### config.mk
export PLATFORM = sky130hd
export DESIGN_NAME = mem_checker_top
export DESIGN_NICKNAME = d
export VERILOG_FILES = /design/src/design/ddr_addr_pkg.sv /design/src/design/axi4_pkg.sv /design/src/design/mem_checker_top.sv /design/src/design/mem_test_ctrl.sv /design/src/design/axi_read_engine.sv /design/src/design/axi_write_engine.sv /design/src/design/burst_addr_gen.sv
export SDC_FILE = /design/constraint.sdc
export NUM_CORES = 1
export LEC_CHECK = 0
export ABC_AREA = 1
export ABC_CLOCK_PERIOD_IN_PS = 2600
export BUFFER_PORTS_ARGS = -buffer_cell sky130_fd_sc_hd__buf_2
export CAP_MARGIN = 30
export CELL_PAD_IN_SITES_DETAIL_PLACEMENT = 1
export CELL_PAD_IN_SITES_GLOBAL_PLACEMENT = 1
export CORE_UTILIZATION = 38
export DETAILED_ROUTE_END_ITERATION = 12
export PLACE_DENSITY = 0.83
export REMOVE_ABC_BUFFERS = 1
export SLEW_MARGIN = 20
export SYNTH_ARGS = -nofsm -noshare
export SYNTH_HDL_FRONTEND = slang
export SYNTH_HIERARCHICAL = 1
export SYNTH_SLANG_ARGS = --single-unit
### constraint.sdc
create_clock -name iCLK -period 2.6 [get_ports iCLK]
set_input_delay 0.13 -clock iCLK [delete_from_list [all_inputs] [get_ports iCLK]]
set_output_delay 0.13 -clock iCLK [all_outputs]
set_load 0.01 [all_outputs]
### src/design/ddr_addr_pkg.sv
package ddr_addr_pkg;

	//--------------------------------------------------------------------------
	// ddr address layout as seen on the axi address bus
	//--------------------------------------------------------------------------

	// chip select, top bit
	localparam int CS_W = 1;
	// row address
	localparam int ROW_W = 17;
	// bank address
	localparam int BANK_W = 3;
	// column address
	localparam int COL_W = 10;
	// datapath select, lowest bits
	localparam int DP_W = 2;

	// full axi byte address, 33 bits
	localparam int ADDR_W = CS_W + ROW_W + BANK_W + COL_W + DP_W;

	// field order is msb first
	typedef struct packed {
		logic [CS_W-1:0]   cs;
		logic [ROW_W-1:0]  row;
		logic [BANK_W-1:0] bank;
		logic [COL_W-1:0]  col;
		logic [DP_W-1:0]   dp;
	} ddr_addr_t;

	// two views of one address word
	// flat for counting and range compare
	// field for reporting a ddr location
	typedef union packed {
		logic [ADDR_W-1:0] flat;
		ddr_addr_t         field;
	} ddr_addr_u;

endpackage
### src/design/axi4_pkg.sv
package axi4_pkg;

	//--------------------------------------------------------------------------
	// bus geometry
	//--------------------------------------------------------------------------

	// data bus width in bits
	localparam int DATA_W = 128;
	// one strobe per byte lane
	localparam int STRB_W = DATA_W / 8;
	// burst length field, beats minus one
	localparam int LEN_W = 8;

	// response codes
	typedef enum logic [1:0] {
		OKAY   = 2'b00,
		EXOKAY = 2'b01,
		SLVERR = 2'b10,
		DECERR = 2'b11
	} axi_resp_e;

	//--------------------------------------------------------------------------
	// channel payloads, valid and ready travel beside them
	//--------------------------------------------------------------------------

	// shared by aw and ar
	// size and burst type are always full width incrementing
	typedef struct packed {
		ddr_addr_pkg::ddr_addr_u addr;
		logic [LEN_W-1:0]        len;
	} axi_ax_t;

	// write data beat
	typedef struct packed {
		logic [DATA_W-1:0] data;
		logic [STRB_W-1:0] strb;
		logic              last;
	} axi_w_t;

	// read data beat
	typedef struct packed {
		logic [DATA_W-1:0] data;
		axi_resp_e         resp;
		logic              last;
	} axi_r_t;

	// write response
	typedef struct packed {
		axi_resp_e resp;
	} axi_b_t;

endpackage

### src/design/mem_checker_top.sv
`timescale 1ns/10ps

module mem_checker_top #(
	parameter logic [ddr_addr_pkg::ADDR_W-1:0] START_ADDR = 33'h0_0000_0000,
	parameter logic [ddr_addr_pkg::ADDR_W-1:0] STOP_ADDR = 33'h0_0000_0800,
	parameter int BURST_BEATS = 4,
	parameter int LANE_W = 16
)(
	input  logic                    iCLK,
	input  logic                    iRST,
	input  logic                    i_cfg_done,
	// write address
	output axi4_pkg::axi_ax_t       o_aw,
	output logic                    o_awvalid,
	input  logic                    i_awready,
	// write data
	output axi4_pkg::axi_w_t        o_w,
	output logic                    o_wvalid,
	input  logic                    i_wready,
	// write response
	input  axi4_pkg::axi_b_t        i_b,
	input  logic                    i_bvalid,
	output logic                    o_bready,
	// read address
	output axi4_pkg::axi_ax_t       o_ar,
	output logic                    o_arvalid,
	input  logic                    i_arready,
	// read data
	input  axi4_pkg::axi_r_t        i_r,
	input  logic                    i_rvalid,
	output logic                    o_rready,
	// test status
	output logic                    o_test_run,
	output logic                    o_test_done,
	output logic                    o_test_fail,
	output ddr_addr_pkg::ddr_addr_u o_fail_addr
);
	import ddr_addr_pkg::*;

	logic      wr_start;
	logic      rd_start;
	logic      clear;
	logic      wr_step;
	logic      rd_step;
	logic      wr_done;
	logic      wr_err;
	logic      wr_last;
	logic      rd_done;
	logic      rd_err;
	logic      rd_mis;
	logic      rd_last;
	ddr_addr_u wr_addr;
	ddr_addr_u rd_addr;

	//--------------------------------------------------------------------------
	// sequencing
	//--------------------------------------------------------------------------
	mem_test_ctrl u_ctrl (
		.iCLK          (iCLK),
		.iRST          (iRST),
		.i_cfg_done    (i_cfg_done),
		.i_wr_done     (wr_done),
		.i_wr_err      (wr_err),
		.i_wr_last     (wr_last),
		.i_wr_addr     (wr_addr),
		.i_rd_done     (rd_done),
		.i_rd_err      (rd_err),
		.i_rd_mismatch (rd_mis),
		.i_rd_last     (rd_last),
		.i_rd_addr     (rd_addr),
		.o_wr_start    (wr_start),
		.o_rd_start    (rd_start),
		.o_clear       (clear),
		.o_wr_step     (wr_step),
		.o_rd_step     (rd_step),
		.o_test_run    (o_test_run),
		.o_test_done   (o_test_done),
		.o_test_fail   (o_test_fail),
		.o_fail_addr   (o_fail_addr)
	);

	// one address walker per direction
	burst_addr_gen #(
		.START_ADDR  (START_ADDR),
		.STOP_ADDR   (STOP_ADDR),
		.BURST_BEATS (BURST_BEATS)
	) u_wr_addr (
		.iCLK    (iCLK),
		.iRST    (iRST),
		.i_clear (clear),
		.i_step  (wr_step),
		.o_addr  (wr_addr),
		.o_last  (wr_last)
	);

	burst_addr_gen #(
		.START_ADDR  (START_ADDR),
		.STOP_ADDR   (STOP_ADDR),
		.BURST_BEATS (BURST_BEATS)
	) u_rd_addr (
		.iCLK    (iCLK),
		.iRST    (iRST),
		.i_clear (clear),
		.i_step  (rd_step),
		.o_addr  (rd_addr),
		.o_last  (rd_last)
	);

	//--------------------------------------------------------------------------
	// bus engines
	//--------------------------------------------------------------------------
	axi_write_engine #(
		.BURST_BEATS (BURST_BEATS),
		.LANE_W      (LANE_W)
	) u_wr_eng (
		.iCLK         (iCLK),
		.iRST         (iRST),
		.i_start      (wr_start),
		.i_clear      (clear),
		.i_addr       (wr_addr),
		.o_aw         (o_aw),
		.o_awvalid    (o_awvalid),
		.i_awready    (i_awready),
		.o_w          (o_w),
		.o_wvalid     (o_wvalid),
		.i_wready     (i_wready),
		.i_b          (i_b),
		.i_bvalid     (i_bvalid),
		.o_bready     (o_bready),
		.o_burst_done (wr_done),
		.o_resp_err   (wr_err)
	);

	axi_read_engine #(
		.BURST_BEATS (BURST_BEATS),
		.LANE_W      (LANE_W)
	) u_rd_eng (
		.iCLK         (iCLK),
		.iRST         (iRST),
		.i_start      (rd_start),
		.i_clear      (clear),
		.i_addr       (rd_addr),
		.o_ar         (o_ar),
		.o_arvalid    (o_arvalid),
		.i_arready    (i_arready),
		.i_r          (i_r),
		.i_rvalid     (i_rvalid),
		.o_rready     (o_rready),
		.o_burst_done (rd_done),
		.o_resp_err   (rd_err),
		.o_mismatch   (rd_mis)
	);

endmodule

### src/design/mem_test_ctrl.sv
`timescale 1ns/10ps

module mem_test_ctrl (
	input  logic                    iCLK,
	input  logic                    iRST,
	input  logic                    i_cfg_done,
	input  logic                    i_wr_done,
	input  logic                    i_wr_err,
	input  logic                    i_wr_last,
	input  ddr_addr_pkg::ddr_addr_u i_wr_addr,
	input  logic                    i_rd_done,
	input  logic                    i_rd_err,
	input  logic                    i_rd_mismatch,
	input  logic                    i_rd_last,
	input  ddr_addr_pkg::ddr_addr_u i_rd_addr,
	output logic                    o_wr_start,
	output logic                    o_rd_start,
	output logic                    o_clear,
	output logic                    o_wr_step,
	output logic                    o_rd_step,
	output logic                    o_test_run,
	output logic                    o_test_done,
	output logic                    o_test_fail,
	output ddr_addr_pkg::ddr_addr_u o_fail_addr
);
	typedef enum logic [1:0] {s_idle, s_write, s_read, s_done} ctrl_state_e;

	ctrl_state_e state;

	// advance the address generator on every finished burst
	assign o_wr_step = (state == s_write) & i_wr_done;
	assign o_rd_step = (state == s_read) & i_rd_done;

	//--------------------------------------------------------------------------
	// phase sequencer
	//--------------------------------------------------------------------------
	always_ff @(posedge iCLK)
	begin
		if (iRST)
		begin
			state       <= s_idle;
			o_wr_start  <= 1'b0;
			o_rd_start  <= 1'b0;
			o_clear     <= 1'b0;
			o_test_run  <= 1'b0;
			o_test_done <= 1'b0;
			o_test_fail <= 1'b0;
			o_fail_addr <= '0;
		end
		else
		begin
			o_wr_start <= 1'b0;
			o_rd_start <= 1'b0;
			o_clear    <= 1'b0;
			case (state)
				s_idle:
				begin
					// controller calibrated, start filling
					if (i_cfg_done)
					begin
						o_clear    <= 1'b1;
						o_wr_start <= 1'b1;
						o_test_run <= 1'b1;
						state      <= s_write;
					end
				end
				s_write:
				begin
					if (i_wr_done)
					begin
						if (i_wr_err)
						begin
							o_fail_addr <= i_wr_addr;
							o_test_fail <= 1'b1;
							o_test_run  <= 1'b0;
							o_test_done <= 1'b1;
							state       <= s_done;
						end
						else if (i_wr_last)
						begin
							o_rd_start <= 1'b1;
							state      <= s_read;
						end
						else
							o_wr_start <= 1'b1;
					end
				end
				s_read:
				begin
					if (i_rd_done)
					begin
						// bad data or bad response stops the test
						if (i_rd_err || i_rd_mismatch)
						begin
							o_fail_addr <= i_rd_addr;
							o_test_fail <= 1'b1;
							o_test_run  <= 1'b0;
							o_test_done <= 1'b1;
							state       <= s_done;
						end
						else if (i_rd_last)
						begin
							o_test_run  <= 1'b0;
							o_test_done <= 1'b1;
							state       <= s_done;
						end
						else
							o_rd_start <= 1'b1;
					end
				end
				// results hold until the next reset
				default:
					state <= s_done;
			endcase
		end
	end

endmodule

### src/design/axi_read_engine.sv
`timescale 1ns/10ps

module axi_read_engine #(
	parameter int BURST_BEATS = 4,
	parameter int LANE_W = 16
)(
	input  logic                    iCLK,
	input  logic                    iRST,
	input  logic                    i_start,
	input  logic                    i_clear,
	input  ddr_addr_pkg::ddr_addr_u i_addr,
	output axi4_pkg::axi_ax_t       o_ar,
	output logic                    o_arvalid,
	input  logic                    i_arready,
	input  axi4_pkg::axi_r_t        i_r,
	input  logic                    i_rvalid,
	output logic                    o_rready,
	output logic                    o_burst_done,
	output logic                    o_resp_err,
	output logic                    o_mismatch
);
	import ddr_addr_pkg::*;
	import axi4_pkg::*;

	localparam int LANES = DATA_W / LANE_W;

	typedef enum logic [1:0] {s_idle, s_addr, s_data} rd_state_e;

	rd_state_e         state;
	ddr_addr_u         addr_q;
	logic [LANE_W-1:0] exp_cnt;
	logic [LANES-1:0]  lane_bad;
	logic              resp_bad;
	logic              cmp_vld;
	logic              cmp_last;
	logic              acc_mis;
	logic              acc_resp;
	logic              ar_hs;
	logic              r_hs;

	assign ar_hs = o_arvalid & i_arready;
	assign r_hs  = i_rvalid & o_rready;

	//--------------------------------------------------------------------------
	// address and data handshakes
	//--------------------------------------------------------------------------
	always_ff @(posedge iCLK)
	begin
		if (iRST)
		begin
			state     <= s_idle;
			o_arvalid <= 1'b0;
			o_rready  <= 1'b0;
		end
		else
		begin
			case (state)
				s_idle:
				begin
					if (i_start)
					begin
						o_arvalid <= 1'b1;
						state     <= s_addr;
					end
				end
				s_addr:
				begin
					if (ar_hs)
					begin
						o_arvalid <= 1'b0;
						o_rready  <= 1'b1;
						state     <= s_data;
					end
				end
				s_data:
				begin
					// slave marks the end of the burst
					if (r_hs && i_r.last)
					begin
						o_rready <= 1'b0;
						state    <= s_idle;
					end
				end
				default:
					state <= s_idle;
			endcase
		end
	end

	always_ff @(posedge iCLK)
	begin
		if ((state == s_idle) && i_start)
			addr_q <= i_addr;
	end

	// expected count, one step per beat
	always_ff @(posedge iCLK)
	begin
		if (iRST || i_clear)
			exp_cnt <= '0;
		else if (r_hs)
			exp_cnt <= exp_cnt + 1'b1;
	end

	//--------------------------------------------------------------------------
	// compare stage, one cycle behind the beat
	//--------------------------------------------------------------------------
	always_ff @(posedge iCLK)
	begin
		if (r_hs)
		begin
			for (int i = 0; i < LANES; i++)
				lane_bad[i] <= (i_r.data[i*LANE_W +: LANE_W] != exp_cnt);
			resp_bad <= (i_r.resp != OKAY);
		end
	end

	always_ff @(posedge iCLK)
	begin
		if (iRST)
		begin
			cmp_vld  <= 1'b0;
			cmp_last <= 1'b0;
		end
		else
		begin
			cmp_vld  <= r_hs;
			cmp_last <= r_hs & i_r.last;
		end
	end

	// sticky flags over one burst
	always_ff @(posedge iCLK)
	begin
		if (iRST)
		begin
			acc_mis      <= 1'b0;
			acc_resp     <= 1'b0;
			o_burst_done <= 1'b0;
			o_mismatch   <= 1'b0;
			o_resp_err   <= 1'b0;
		end
		else
		begin
			o_burst_done <= 1'b0;
			o_mismatch   <= 1'b0;
			o_resp_err   <= 1'b0;
			if ((state == s_idle) && i_start)
			begin
				acc_mis  <= 1'b0;
				acc_resp <= 1'b0;
			end
			else if (cmp_vld)
			begin
				acc_mis  <= acc_mis | (|lane_bad);
				acc_resp <= acc_resp | resp_bad;
				// last beat compared, report the whole burst
				if (cmp_last)
				begin
					o_burst_done <= 1'b1;
					o_mismatch   <= acc_mis | (|lane_bad);
					o_resp_err   <= acc_resp | resp_bad;
				end
			end
		end
	end

	always_comb
	begin
		o_ar.addr = addr_q;
		o_ar.len  = LEN_W'(BURST_BEATS - 1);
	end

endmodule

### src/design/axi_write_engine.sv
`timescale 1ns/10ps

module axi_write_engine #(
	parameter int BURST_BEATS = 4,
	parameter int LANE_W = 16
)(
	input  logic                    iCLK,
	input  logic                    iRST,
	input  logic                    i_start,
	input  logic                    i_clear,
	input  ddr_addr_pkg::ddr_addr_u i_addr,
	output axi4_pkg::axi_ax_t       o_aw,
	output logic                    o_awvalid,
	input  logic                    i_awready,
	output axi4_pkg::axi_w_t        o_w,
	output logic                    o_wvalid,
	input  logic                    i_wready,
	input  axi4_pkg::axi_b_t        i_b,
	input  logic                    i_bvalid,
	output logic                    o_bready,
	output logic                    o_burst_done,
	output logic                    o_resp_err
);
	import ddr_addr_pkg::*;
	import axi4_pkg::*;

	localparam int LANES = DATA_W / LANE_W;
	localparam int BEAT_W = (BURST_BEATS > 1) ? $clog2(BURST_BEATS) : 1;
	localparam logic [BEAT_W-1:0] LAST_BEAT = BEAT_W'(BURST_BEATS - 1);

	typedef enum logic [1:0] {s_idle, s_addr, s_data, s_resp} wr_state_e;

	wr_state_e         state;
	ddr_addr_u         addr_q;
	logic [BEAT_W-1:0] beat_cnt;
	logic [LANE_W-1:0] lane_cnt;
	logic              aw_hs;
	logic              w_hs;
	logic              b_hs;

	assign aw_hs = o_awvalid & i_awready;
	assign w_hs  = o_wvalid & i_wready;
	assign b_hs  = o_bready & i_bvalid;

	//--------------------------------------------------------------------------
	// burst sequencer
	//--------------------------------------------------------------------------
	always_ff @(posedge iCLK)
	begin
		if (iRST)
		begin
			state        <= s_idle;
			o_awvalid    <= 1'b0;
			o_wvalid     <= 1'b0;
			o_bready     <= 1'b0;
			o_burst_done <= 1'b0;
			o_resp_err   <= 1'b0;
		end
		else
		begin
			// single cycle status strobes
			o_burst_done <= 1'b0;
			o_resp_err   <= 1'b0;
			case (state)
				s_idle:
				begin
					if (i_start)
					begin
						o_awvalid <= 1'b1;
						state     <= s_addr;
					end
				end
				s_addr:
				begin
					// address taken, data beats follow
					if (aw_hs)
					begin
						o_awvalid <= 1'b0;
						o_wvalid  <= 1'b1;
						state     <= s_data;
					end
				end
				s_data:
				begin
					if (w_hs && (beat_cnt == LAST_BEAT))
					begin
						o_wvalid <= 1'b0;
						o_bready <= 1'b1;
						state    <= s_resp;
					end
				end
				s_resp:
				begin
					if (b_hs)
					begin
						o_bready     <= 1'b0;
						o_burst_done <= 1'b1;
						o_resp_err   <= (i_b.resp != OKAY);
						state        <= s_idle;
					end
				end
				default:
					state <= s_idle;
			endcase
		end
	end

	// burst address held for the whole burst
	always_ff @(posedge iCLK)
	begin
		if ((state == s_idle) && i_start)
			addr_q <= i_addr;
	end

	// beat position inside the burst
	always_ff @(posedge iCLK)
	begin
		if (iRST || aw_hs)
			beat_cnt <= '0;
		else if (w_hs)
			beat_cnt <= beat_cnt + 1'b1;
	end

	// pattern counter runs across the whole window
	always_ff @(posedge iCLK)
	begin
		if (iRST || i_clear)
			lane_cnt <= '0;
		else if (w_hs)
			lane_cnt <= lane_cnt + 1'b1;
	end

	always_comb
	begin
		o_aw.addr = addr_q;
		o_aw.len  = LEN_W'(BURST_BEATS - 1);
		// same count in every lane
		o_w.data  = {LANES{lane_cnt}};
		o_w.strb  = '1;
		o_w.last  = (beat_cnt == LAST_BEAT);
	end

endmodule

### src/design/burst_addr_gen.sv
`timescale 1ns/10ps

module burst_addr_gen #(
	parameter logic [ddr_addr_pkg::ADDR_W-1:0] START_ADDR = '0,
	parameter logic [ddr_addr_pkg::ADDR_W-1:0] STOP_ADDR = 33'h0_0000_0800,
	parameter int BURST_BEATS = 4
)(
	input  logic                    iCLK,
	input  logic                    iRST,
	input  logic                    i_clear,
	input  logic                    i_step,
	output ddr_addr_pkg::ddr_addr_u o_addr,
	output logic                    o_last
);
	import ddr_addr_pkg::*;
	import axi4_pkg::*;

	// bytes covered by one burst
	localparam logic [ADDR_W-1:0] STEP = ADDR_W'(BURST_BEATS * STRB_W);

	ddr_addr_u         addr_q;
	logic [ADDR_W-1:0] addr_nxt;

	// next burst start
	assign addr_nxt = addr_q.flat + STEP;

	// window start on reset or clear, one burst per step
	always_ff @(posedge iCLK)
	begin
		if (iRST || i_clear)
			addr_q.flat <= START_ADDR;
		else if (i_step)
			addr_q.flat <= addr_nxt;
	end

	assign o_addr = addr_q;
	// stop is exclusive, so this burst is the final one
	assign o_last = (addr_nxt >= STOP_ADDR);

endmodule

==> results of run 1 <==
-- cells by family (layout without fill, tap and decap cells) --
kind of cell / Yosys count / after routing / synth area share, %
buffers and inverters: 436 / 705 / 16.9
other: 6 / 44 / 0.165
adder cells (fa/ha/maj): 16 / 16 / 1.47
AND/OR/NAND/NOR: 813 / 813 / 26.4
AO/OA/AOI/OAI: 179 / 179 / 7.51
flip-flops: 222 / 222 / 38.0
XOR/XNOR: 149 / 149 / 9.55
-- state kept, by name, summed over array words and instances, names as in the netlist, 2 cells and up --
register,count
u_rd_eng/state,2
u_rd_eng/lane_bad,8
u_ctrl/o_fail_addr,33
u_wr_eng/addr_q,33
u_ctrl/state,2
u_rd_eng/addr_q,33
u_wr_addr/o_addr,27
u_rd_addr/o_addr,27
u_wr_eng/state,2
u_rd_eng/exp_cnt,16
u_wr_eng/lane_cnt,16
u_wr_eng/beat_cnt,2
-- area by class of cell --
class                      instances  share of cell area (%)
inverter                         227                    5.28
sequential                       222                    32.2
tap                              461                    3.56
multi-input combinational       1201                    39.3
timing repair buffer             433                    14.6
clock inverter                    14                   0.904
clock buffer                      31                    4.06
-- metal layers --
layer / track usage [%] / part of all wire, % / vias to the layer above
met1: 27.9 / 42 / 6020
met4: 5.49 / 2.0 / 0
li1: - / - / 6091
met3: 2.01 / 4.5 / 58
met5: 0 / 0 / -
met2: 42.8 / 52 / 393
-- stage by stage --
stage	TNS [ps]	total power (µW)	instance area [µm²]	setup slack (ps)
after floorplan	0	5690	12400	260
after global placement	0	6700	15200	228
after detailed placement	0	6810	15200	88.2
after CTS	0	10400	16100	17.0
after global routing	-49.4	10900	16200	-26.1
final	0	10300	16200	177
-- worst min-delay path, cell delays in order --
cell and delay, ps:
buf_2 90, xnor2_1 50, nand4_1 60, nor2_1 50, nand2_1 50
-- layout by cell type (no fill, tap or decap), types with 15 or more instances in the layout --
cell type | Yosys | layout
buf_2 | 18 | 376
dfxtp_1 | 147 | 124
a21boi_0 | 33 | 33
nand3_1 | 96 | 95
clkbuf_16 | 0 | 25
nand2_2 | 15 | 15
nand2_1 | 366 | 366
xnor2_1 | 131 | 131
conb_1 | 6 | 44
nor2_4 | 14 | 18
nor2_1 | 233 | 226
nor2_2 | 16 | 19
a21oi_1 | 65 | 65
buf_4 | 160 | 42
edfxtp_1 | 75 | 75
o21ai_0 | 62 | 62
nand4_1 | 39 | 39
inv_1 | 219 | 219
dfxtp_2 | 0 | 23
xor2_1 | 18 | 18
-- power by group --
group          internal [µW]  total (µW)  switching, µW
clock network           2090        3520           1440
logic                    969        2720           1750
registers               3880        4050            177
-- timing repair --
item                                    CTS  global route
buffers inserted                          0             2
hold buffers                             13             0
endpoints found under the setup margin    0             5
gates resized for setup                   0            38
endpoints found under the hold margin    15             0
-- final timing paths --
path,from,endpoint,slack [ps],cells past startpoint
setup / recovery,u_wr_addr/o_addr[6],u_ctrl/state[1],180,16
setup reg to reg,u_wr_addr/o_addr[6],u_ctrl/state[1],180,16
hold reg to reg,u_wr_eng/o_bready,u_wr_eng/o_bready,460,2
hold / removal,i_r[94],u_rd_eng/lane_bad[5],20,5
==> impl_metrics.yaml, run 1 <==
status:
  outcome: "complete, no violations"
clock_tree:
  clock_path_buffers: 3
  worst_skew_pair.late_latency_ps: 520
  cts-buffers-inserted: 25
  cts_num_sinks: 222
  ctsRootBufferMaster: "clkbuf_16"
  tritoncts: "built"
  clkTransAtPathRegs_ps: 60
  htree_levels: 1
sta:
  clock.fmax_ghz: 0.413
  finalClockSkew_ps: 12.8
  worst_pin_slew_ps: 738
  whs_ps: 20.3
  hold_violations: 0
  maxSlewHeadroom_pct: 50.8
  fin_crit_ps: 2420
  setup_violations: 0
  finalCritPeriodShare_pct: 93.2
  maxSlewViolCount: 0
yosys:
  synth_common_cells: "nand2_1 (366), nor2_1 (233), inv_1 (219)"
  synth-seq-cells: 222
  yosysTopAreaCell: "dfxtp_1"
  ys_warn_count: 6
  synthCells: 1821
  synth_ff_type: "dfxtp_1"
  synth_area_leaders: "dfxtp_1 (22%), edfxtp_1 (16%), nand2_1 (10%)"
  yosysMostFrequentCell: "nand2_1"
  yosysUniqueCellTypes: 47
  syn-cell-area_um2: 13700
  syn_avg_cell_area_um2: 7.50
  synthArstFlopShare_pct: 0
  netlist.area_leader.share_pct: 21.5
  seq_area_frac_synth_pct: 38.0
  synth_edf_count: 75
placement:
  gp_congestion: 0.924
  place_hpwl_mm: 33.7
  port_buffers: 376
  dp_cells: 2529
critical_path:
  crit_chain: "ha_2 -> inv_1 -> nor2_4 -> nand3b_1 -> o21ai_1 -> nand2_1 -> nor2_1 -> nand2_1 -> nor2_1 -> nand3_2 -> nor2_2 -> nand2_1 -> nand2_1 -> nor2_1 -> nor2_1 -> nor2_1"
  cp_top_family: "simple AND/OR/NAND/NOR gates"
  max_stage_delay_ps: 380
  crit_path_start_kind: "flip-flop"
  endpoint_kind: "flip-flop"
  path_class: "reg -> reg"
  worst-path-buf-inv: 1
  cpMostUsedCell: "nor2_1"
  cp_slowest_cell: "dfxtp_2"
  cp.required_ps: 3000
  crit_fanout: 6
  arrival_ps: 2820
die:
  die_h_um: 192
  core_um2: 35500
  ios: 409
  die_area_um2: 36700
  fp-row-count: 69
  die_x_um: 192
  initial_utilization_pct: 38.5
hold_path:
  hold_path_class: "in -> reg"
cells_and_area:
  seqCellArea_um2: 5220
  multi_input_comb_area_um2: 6370
  fillerInstances: 4551
  drive_above_1_share_pct: 26.6
  areaGrowthSynthToFinish_pct: 18.6
  final_util_pct: 45.7
  layout.cells.non_filler: 2589
  final_nets: 2267
  antenna_cells: 0
drt:
  ant_nets: 0
  viasPerCell: 4.85
  drtIter0Drc: 578
  dr.pass1.iters: 5
  routed-via-count: 12600
  drt_wl_total_mm: 43.5
  route.detailed.drc: 0
  wl_per_cell_um: 16.8
global_routing:
  grt_pass1_wl_mm: 66.3
  grt_pass1_vias: 12600
  gr-total-overflow: 0
  grt_max_degree: 44
  track_usage_pct: 22.8
  antenna_found_initial: 0
job:
  drv_cap: 0
power:
  ir_drop_mv: 0.405
  p_leak_uw: 0.00748
  power_density_nw_per_um2: 636
Note: power is estimated with default switching activity, not from simulation.
==> inputs of run 2 (changes only) <==
Settings changed: ABC_AREA 1 to default, CORE_UTILIZATION 38 to 39, PLACE_DENSITY 0.83 to 0.82.
==> impl_metrics.yaml, run 2 <==
status:
  outcome: "complete, but fails checks"
  violations: "negative setup slack"
yosys:
  syn_avg_cell_area_um2: 9.72
  synth_area_leaders: "dfxtp_1 (23%), edfxtp_1 (17%), xor2_1 (12%)"
  yosysMostFrequentCell: "xor2_1"
  synth-seq-cells: 222
  yosysUniqueCellTypes: 81
  synthArstFlopShare_pct: 0
  synth_common_cells: "xor2_1 (178), buf_4 (165), dfxtp_1 (147)"
  synthCells: 1330
  yosysTopAreaCell: "dfxtp_1"
  synth_edf_count: 75
  netlist.area_leader.share_pct: 22.8
  seq_area_frac_synth_pct: 40.2
  syn-cell-area_um2: 12900
  synth_ff_type: "dfxtp_1"
  ys_warn_count: 6
sta:
  layout_setup_ws_ps: -261
  whs_ps: 72.0
  grt_setup_unrepaired: "yes"
  setup_violations: 5
  clock.fmax_ghz: 0.350
  fin_crit_ps: 2860
  maxSlewViolCount: 0
  worst_pin_slew_ps: 752
  finalCritPeriodShare_pct: 110
  maxSlewHeadroom_pct: 49.8
  hold_violations: 0
  finalClockSkew_ps: 14.7
clock_tree:
  cts-buffers-inserted: 25
  clkTransAtPathRegs_ps: 60
  clock_path_buffers: 3
  htree_levels: 1
  ctsRootBufferMaster: "clkbuf_16"
  cts_num_sinks: 222
  worst_skew_pair.late_latency_ps: 530
  tritoncts: "built"
critical_path:
  path_class: "reg -> reg"
  arrival_ps: 3250
  cpMostUsedCell: "nor4_2"
  crit_path_start_kind: "flip-flop"
  endpoint_kind: "flip-flop"
  max_stage_delay_ps: 400
  cp.required_ps: 2990
  crit_chain: "ha_4 -> nand4_1 -> nor4_2 -> and3_1 -> o22ai_1 -> nor4_2 -> o211ai_1 -> nor4b_2 -> a211o_1 -> o21a_1 -> a211oi_2"
  reg2reg_depth: 11
  crit_fanout: 5
  r2r-end: "u_ctrl/state[1]"
  crit_start: "u_rd_addr/o_addr[6]"
  ff2ff_setup_slack_ps: -260
  r2r-start: "u_rd_addr/o_addr[6]"
  cp_slowest_cell: "nor4b_2"
drt:
  viasPerCell: 5.10
  drt_wl_total_mm: 41.8
  wl_per_cell_um: 19.6
  routed-via-count: 10900
  drtIter0Drc: 509
  ant_nets: 0
  dr.pass1.iters: 6
  route.detailed.drc: 0
die:
  initial_utilization_pct: 39.7
  fp-row-count: 66
  core_um2: 32500
  die_x_um: 184
  die_area_um2: 33900
  ios: 409
  die_h_um: 184
cells_and_area:
  areaGrowthSynthToFinish_pct: 22.5
  antenna_cells: 0
  final_cell_mix: "buf_2 (375), xor2_1 (178), dfxtp_1 (144), nor2_1 (142), buf_4 (121)"
  final_nets: 1828
  stdcell_area_um2: 15800
  reg.largest.list: "u_ctrl/o_fail_addr: 33 flops, u_rd_eng/addr_q: 33 flops, u_wr_eng/addr_q: 33 flops"
  final_util_pct: 48.7
  drive_above_1_share_pct: 37.8
  final_common_cell: "buf_2"
placement:
  gp_congestion: 0.893
  dpl_cell_area_um2: 14800
  port_buffers: 376
  place_hpwl_mm: 31.5
  place_ws_ps: -319
power:
  p_leak_uw: 0.00709
  power_density_nw_per_um2: 587
  ir_drop_mv: 0.462
global_routing:
  grt_pass1_wl_mm: 63.3
  gr-total-overflow: 0
  grt_max_degree: 67
  antenna_found_initial: 0
  grt_pass1_vias: 11400
  track_usage_pct: 24.1
hold_path:
  hold_path.startpoint: "i_r[77]"
  hold_path_class: "in -> reg"
  hold_depth: 4
  hold_path_end: "u_rd_eng/lane_bad[4]"
job:
  drv_cap: 0
## run 2: kinds of logic after synthesis
group,Yosys count,synth area share (%)
multiplexers,47,3.65
adder cells (fa/ha/maj),16,1.55
AND/OR/NAND/NOR,455,19.0
AO/OA/AOI/OAI,118,7.80
buffers and inverters,252,13.2
other,6,0.174
flip-flops,222,40.2
XOR/XNOR,214,14.5
## run 2: power breakdown
group / switching (µW) / internal [µW]
clock network: 1440 / 1790
logic: 1190 / 799
registers: 194 / 3880
total: 2820 / 6470
## run 2: metal layers
layer / up-vias / global-route usage [%] / routed length, µm
met5: - / 0 / 0
met4: 0 / 8.00 / 1310
met3: 82 / 4.08 / 1970
met2: 329 / 45.5 / 22000
met1: 5368 / 27.1 / 16400
li1: 5090 / - / -
## run 2: worst max path at each step
stage                              end  slack, ps  depth (start not counted)
floorplan           u_rd_eng/addr_q[0]       -860                          1
finish                 u_ctrl/state[1]       -260                         11
global route           u_ctrl/state[1]       -420                         11
CTS                  u_ctrl/o_test_run       -200                         13
detailed placement     u_ctrl/state[0]       -320                         11
global placement       u_ctrl/state[1]       -190                         11
## run 2: final cells by class
type                       count  area (µm²)
inverter                      16        60.1
fill                        3832       16700
tap                          442         553
clock buffer                  29         651
timing repair buffer         512        2960
clock inverter                17        87.6
multi-input combinational    894        6330
sequential                   222        5200
## run 2: critical path, delay by kind of cell, from the launching register on
kind            cells  cell delay [ps]
simple gates        5             1420
compound gates      5              800
flops               1              370
fa+ha+maj           1              130
## run 2: what timing repair did
action	CTS	global route
hold buffers	11	0
gates cloned	0	0
resized for setup	23	11
pin swaps	19	11
endpoints found under the hold margin	12	0
setup endpoints to repair	5	6
setup buffers	5	5
## run 2: through the flow
step	TNS, ps	std cells	power, µW
2_1_floorplan	-52830	1132	5300
3_3_place_gp	-597	2065	5980
3_5_place_dp	-1110	2065	6090
4_1_cts	-673	2127	9360
5_1_grt	-1880	2132	9700
6_report	-1010	2132	9300
==> inputs of run 3 (changes only) <==
Settings changed: CORE_ASPECT_RATIO from default to 0.6, CORE_MARGIN from default to 2.
==> impl_metrics.yaml, run 3 (same netlist as run 2, synthesis figures left out) <==
clock_tree:
  clock_path_buffers: 3
  worst_skew_pair.late_latency_ps: 530
  ctsRootBufferMaster: "clkbuf_16"
  cts_num_sinks: 222
  clkTransAtPathRegs_ps: 60
  tritoncts: "built"
  htree_levels: 1
  cts-buffers-inserted: 22
placement:
  dpl_cell_area_um2: 14700
  place_hpwl_mm: 33.7
  gp_congestion: 0.926
  port_buffers: 376
  place_ws_ps: -475
sta:
  layout_setup_ws_ps: -308
  maxSlewHeadroom_pct: 45.2
  worst_pin_slew_ps: 820
  setup_violations: 4
  setup_tns_ps: -833
  maxSlewViolCount: 0
  finalClockSkew_ps: 23.8
  fin_crit_ps: 2910
  hold_violations: 0
  clock.fmax_ghz: 0.344
  grt_setup_unrepaired: "yes"
  finalCritPeriodShare_pct: 112
power:
  finalPower_uw: 9170
  ir_drop_mv: 0.416
  p_leak_uw: 0.00711
  power_density_nw_per_um2: 577
cells_and_area:
  final_util_pct: 48.8
  fillerInstances: 3821
  final_cell_mix: "buf_2 (375), xor2_1 (178), nor2_1 (142), dfxtp_1 (129), buf_4 (118)"
  stdcell_area_um2: 15900
  drive_above_1_share_pct: 38.8
  antenna_cells: 0
  reg.largest.list: "u_ctrl/o_fail_addr: 33 flops, u_rd_eng/addr_q: 33 flops, u_wr_eng/addr_q: 33 flops"
  final_common_cell: "buf_2"
  final_nets: 1826
  areaGrowthSynthToFinish_pct: 22.9
die:
  initial_utilization_pct: 39.7
  ios: 409
  fp-row-count: 51
  die_area_um2: 34700
  die_x_um: 239
  core_um2: 32500
  die_h_um: 145
job:
  drv_cap: 0
critical_path:
  cp.required_ps: 3060
  crit_path_start_kind: "flip-flop"
  arrival_ps: 3370
  crit_fanout: 4
  path_class: "reg -> reg"
  ff2ff_setup_slack_ps: -310
  endpoint_kind: "flip-flop"
hold_path:
  hold_path_class: "in -> reg"
global_routing:
  antenna_found_initial: 0
  track_usage_pct: 24.7
  grt_pass1_wl_mm: 67.0
  gr-total-overflow: 0
  grt_pass1_vias: 11300
  grt_max_degree: 62
drt:
  viasPerCell: 5.21
  wl_per_cell_um: 21.1
  drtIter0Drc: 678
  ant_nets: 0
  dr.pass1.iters: 5
  route.detailed.drc: 0
  routed-via-count: 11000
  drt_wl_total_mm: 44.5
status:
  violations: "negative setup slack"
  outcome: "complete, but fails checks"
## run 3: power by group
part,switching (µW),internal [µW],total [µW]
clock,1390,1660,3050
sequential,198,3880,4070
combinational,1220,824,2050
## run 3: path summary, 6_finish.rpt
kind | from | end | cells past startpoint
setup / recovery | u_rd_addr/o_addr[6] | u_ctrl/o_test_run | 13
hold / removal | iRST | u_rd_eng/state[1] | 2
setup reg to reg | u_rd_addr/o_addr[6] | u_ctrl/o_test_run | 13
hold reg to reg | u_rd_eng/cmp_last | u_rd_eng/o_mismatch | 2
## run 3: layout make-up
class / count / area [µm²] / area share [%]
Multi-Input combinational cell: 894 / 6390 / 40.2
Clock inverter: 8 / 51.3 / 0.323
Timing Repair Buffer: 513 / 3010 / 18.9
Tap cell: 424 / 531 / 3.34
Inverter: 16 / 60.1 / 0.378
Sequential cell: 222 / 5230 / 32.9
Clock buffer: 32 / 618 / 3.89
## run 3: layer usage
layer	up-vias	wire (µm)	global-route usage, %
li1	5107	-	-
met1	5474	19900	33.2
met2	366	20900	40.6
met3	51	2850	5.65
met4	0	815	5.16
met5	-	0	0
## run 3: through the flow
| stage | instances | hold WS, ps |
|---|---|---|
| after floorplan | 1132 | 195 |
| after global placement | 2045 | 361 |
| after detailed placement | 2045 | 365 |
| after CTS | 2102 | 19.1 |
| after global routing | 2109 | 57.4 |
| final | 2109 | 36.4 |
## run 3: worst max-delay path, cell delays in order, from the launching register on
cell and delay (ps):
dfxtp_4 360, ha_4 170, buf_4 130, and4_2 240
and3_1 180, o211ai_1 240, o41ai_2 140, and3_1 170
o211ai_1 190, nor4b_2 120, a211o_1 320, buf_6 130
or3_1 320, a21oi_2 130
## run 3: what timing repair did
item	CTS	global route
setup buffers	6	7
resized for setup	33	33
hold buffers	11	0
hold endpoints to repair	13	0
pin swaps	17	18
endpoints found under the setup margin	5	6
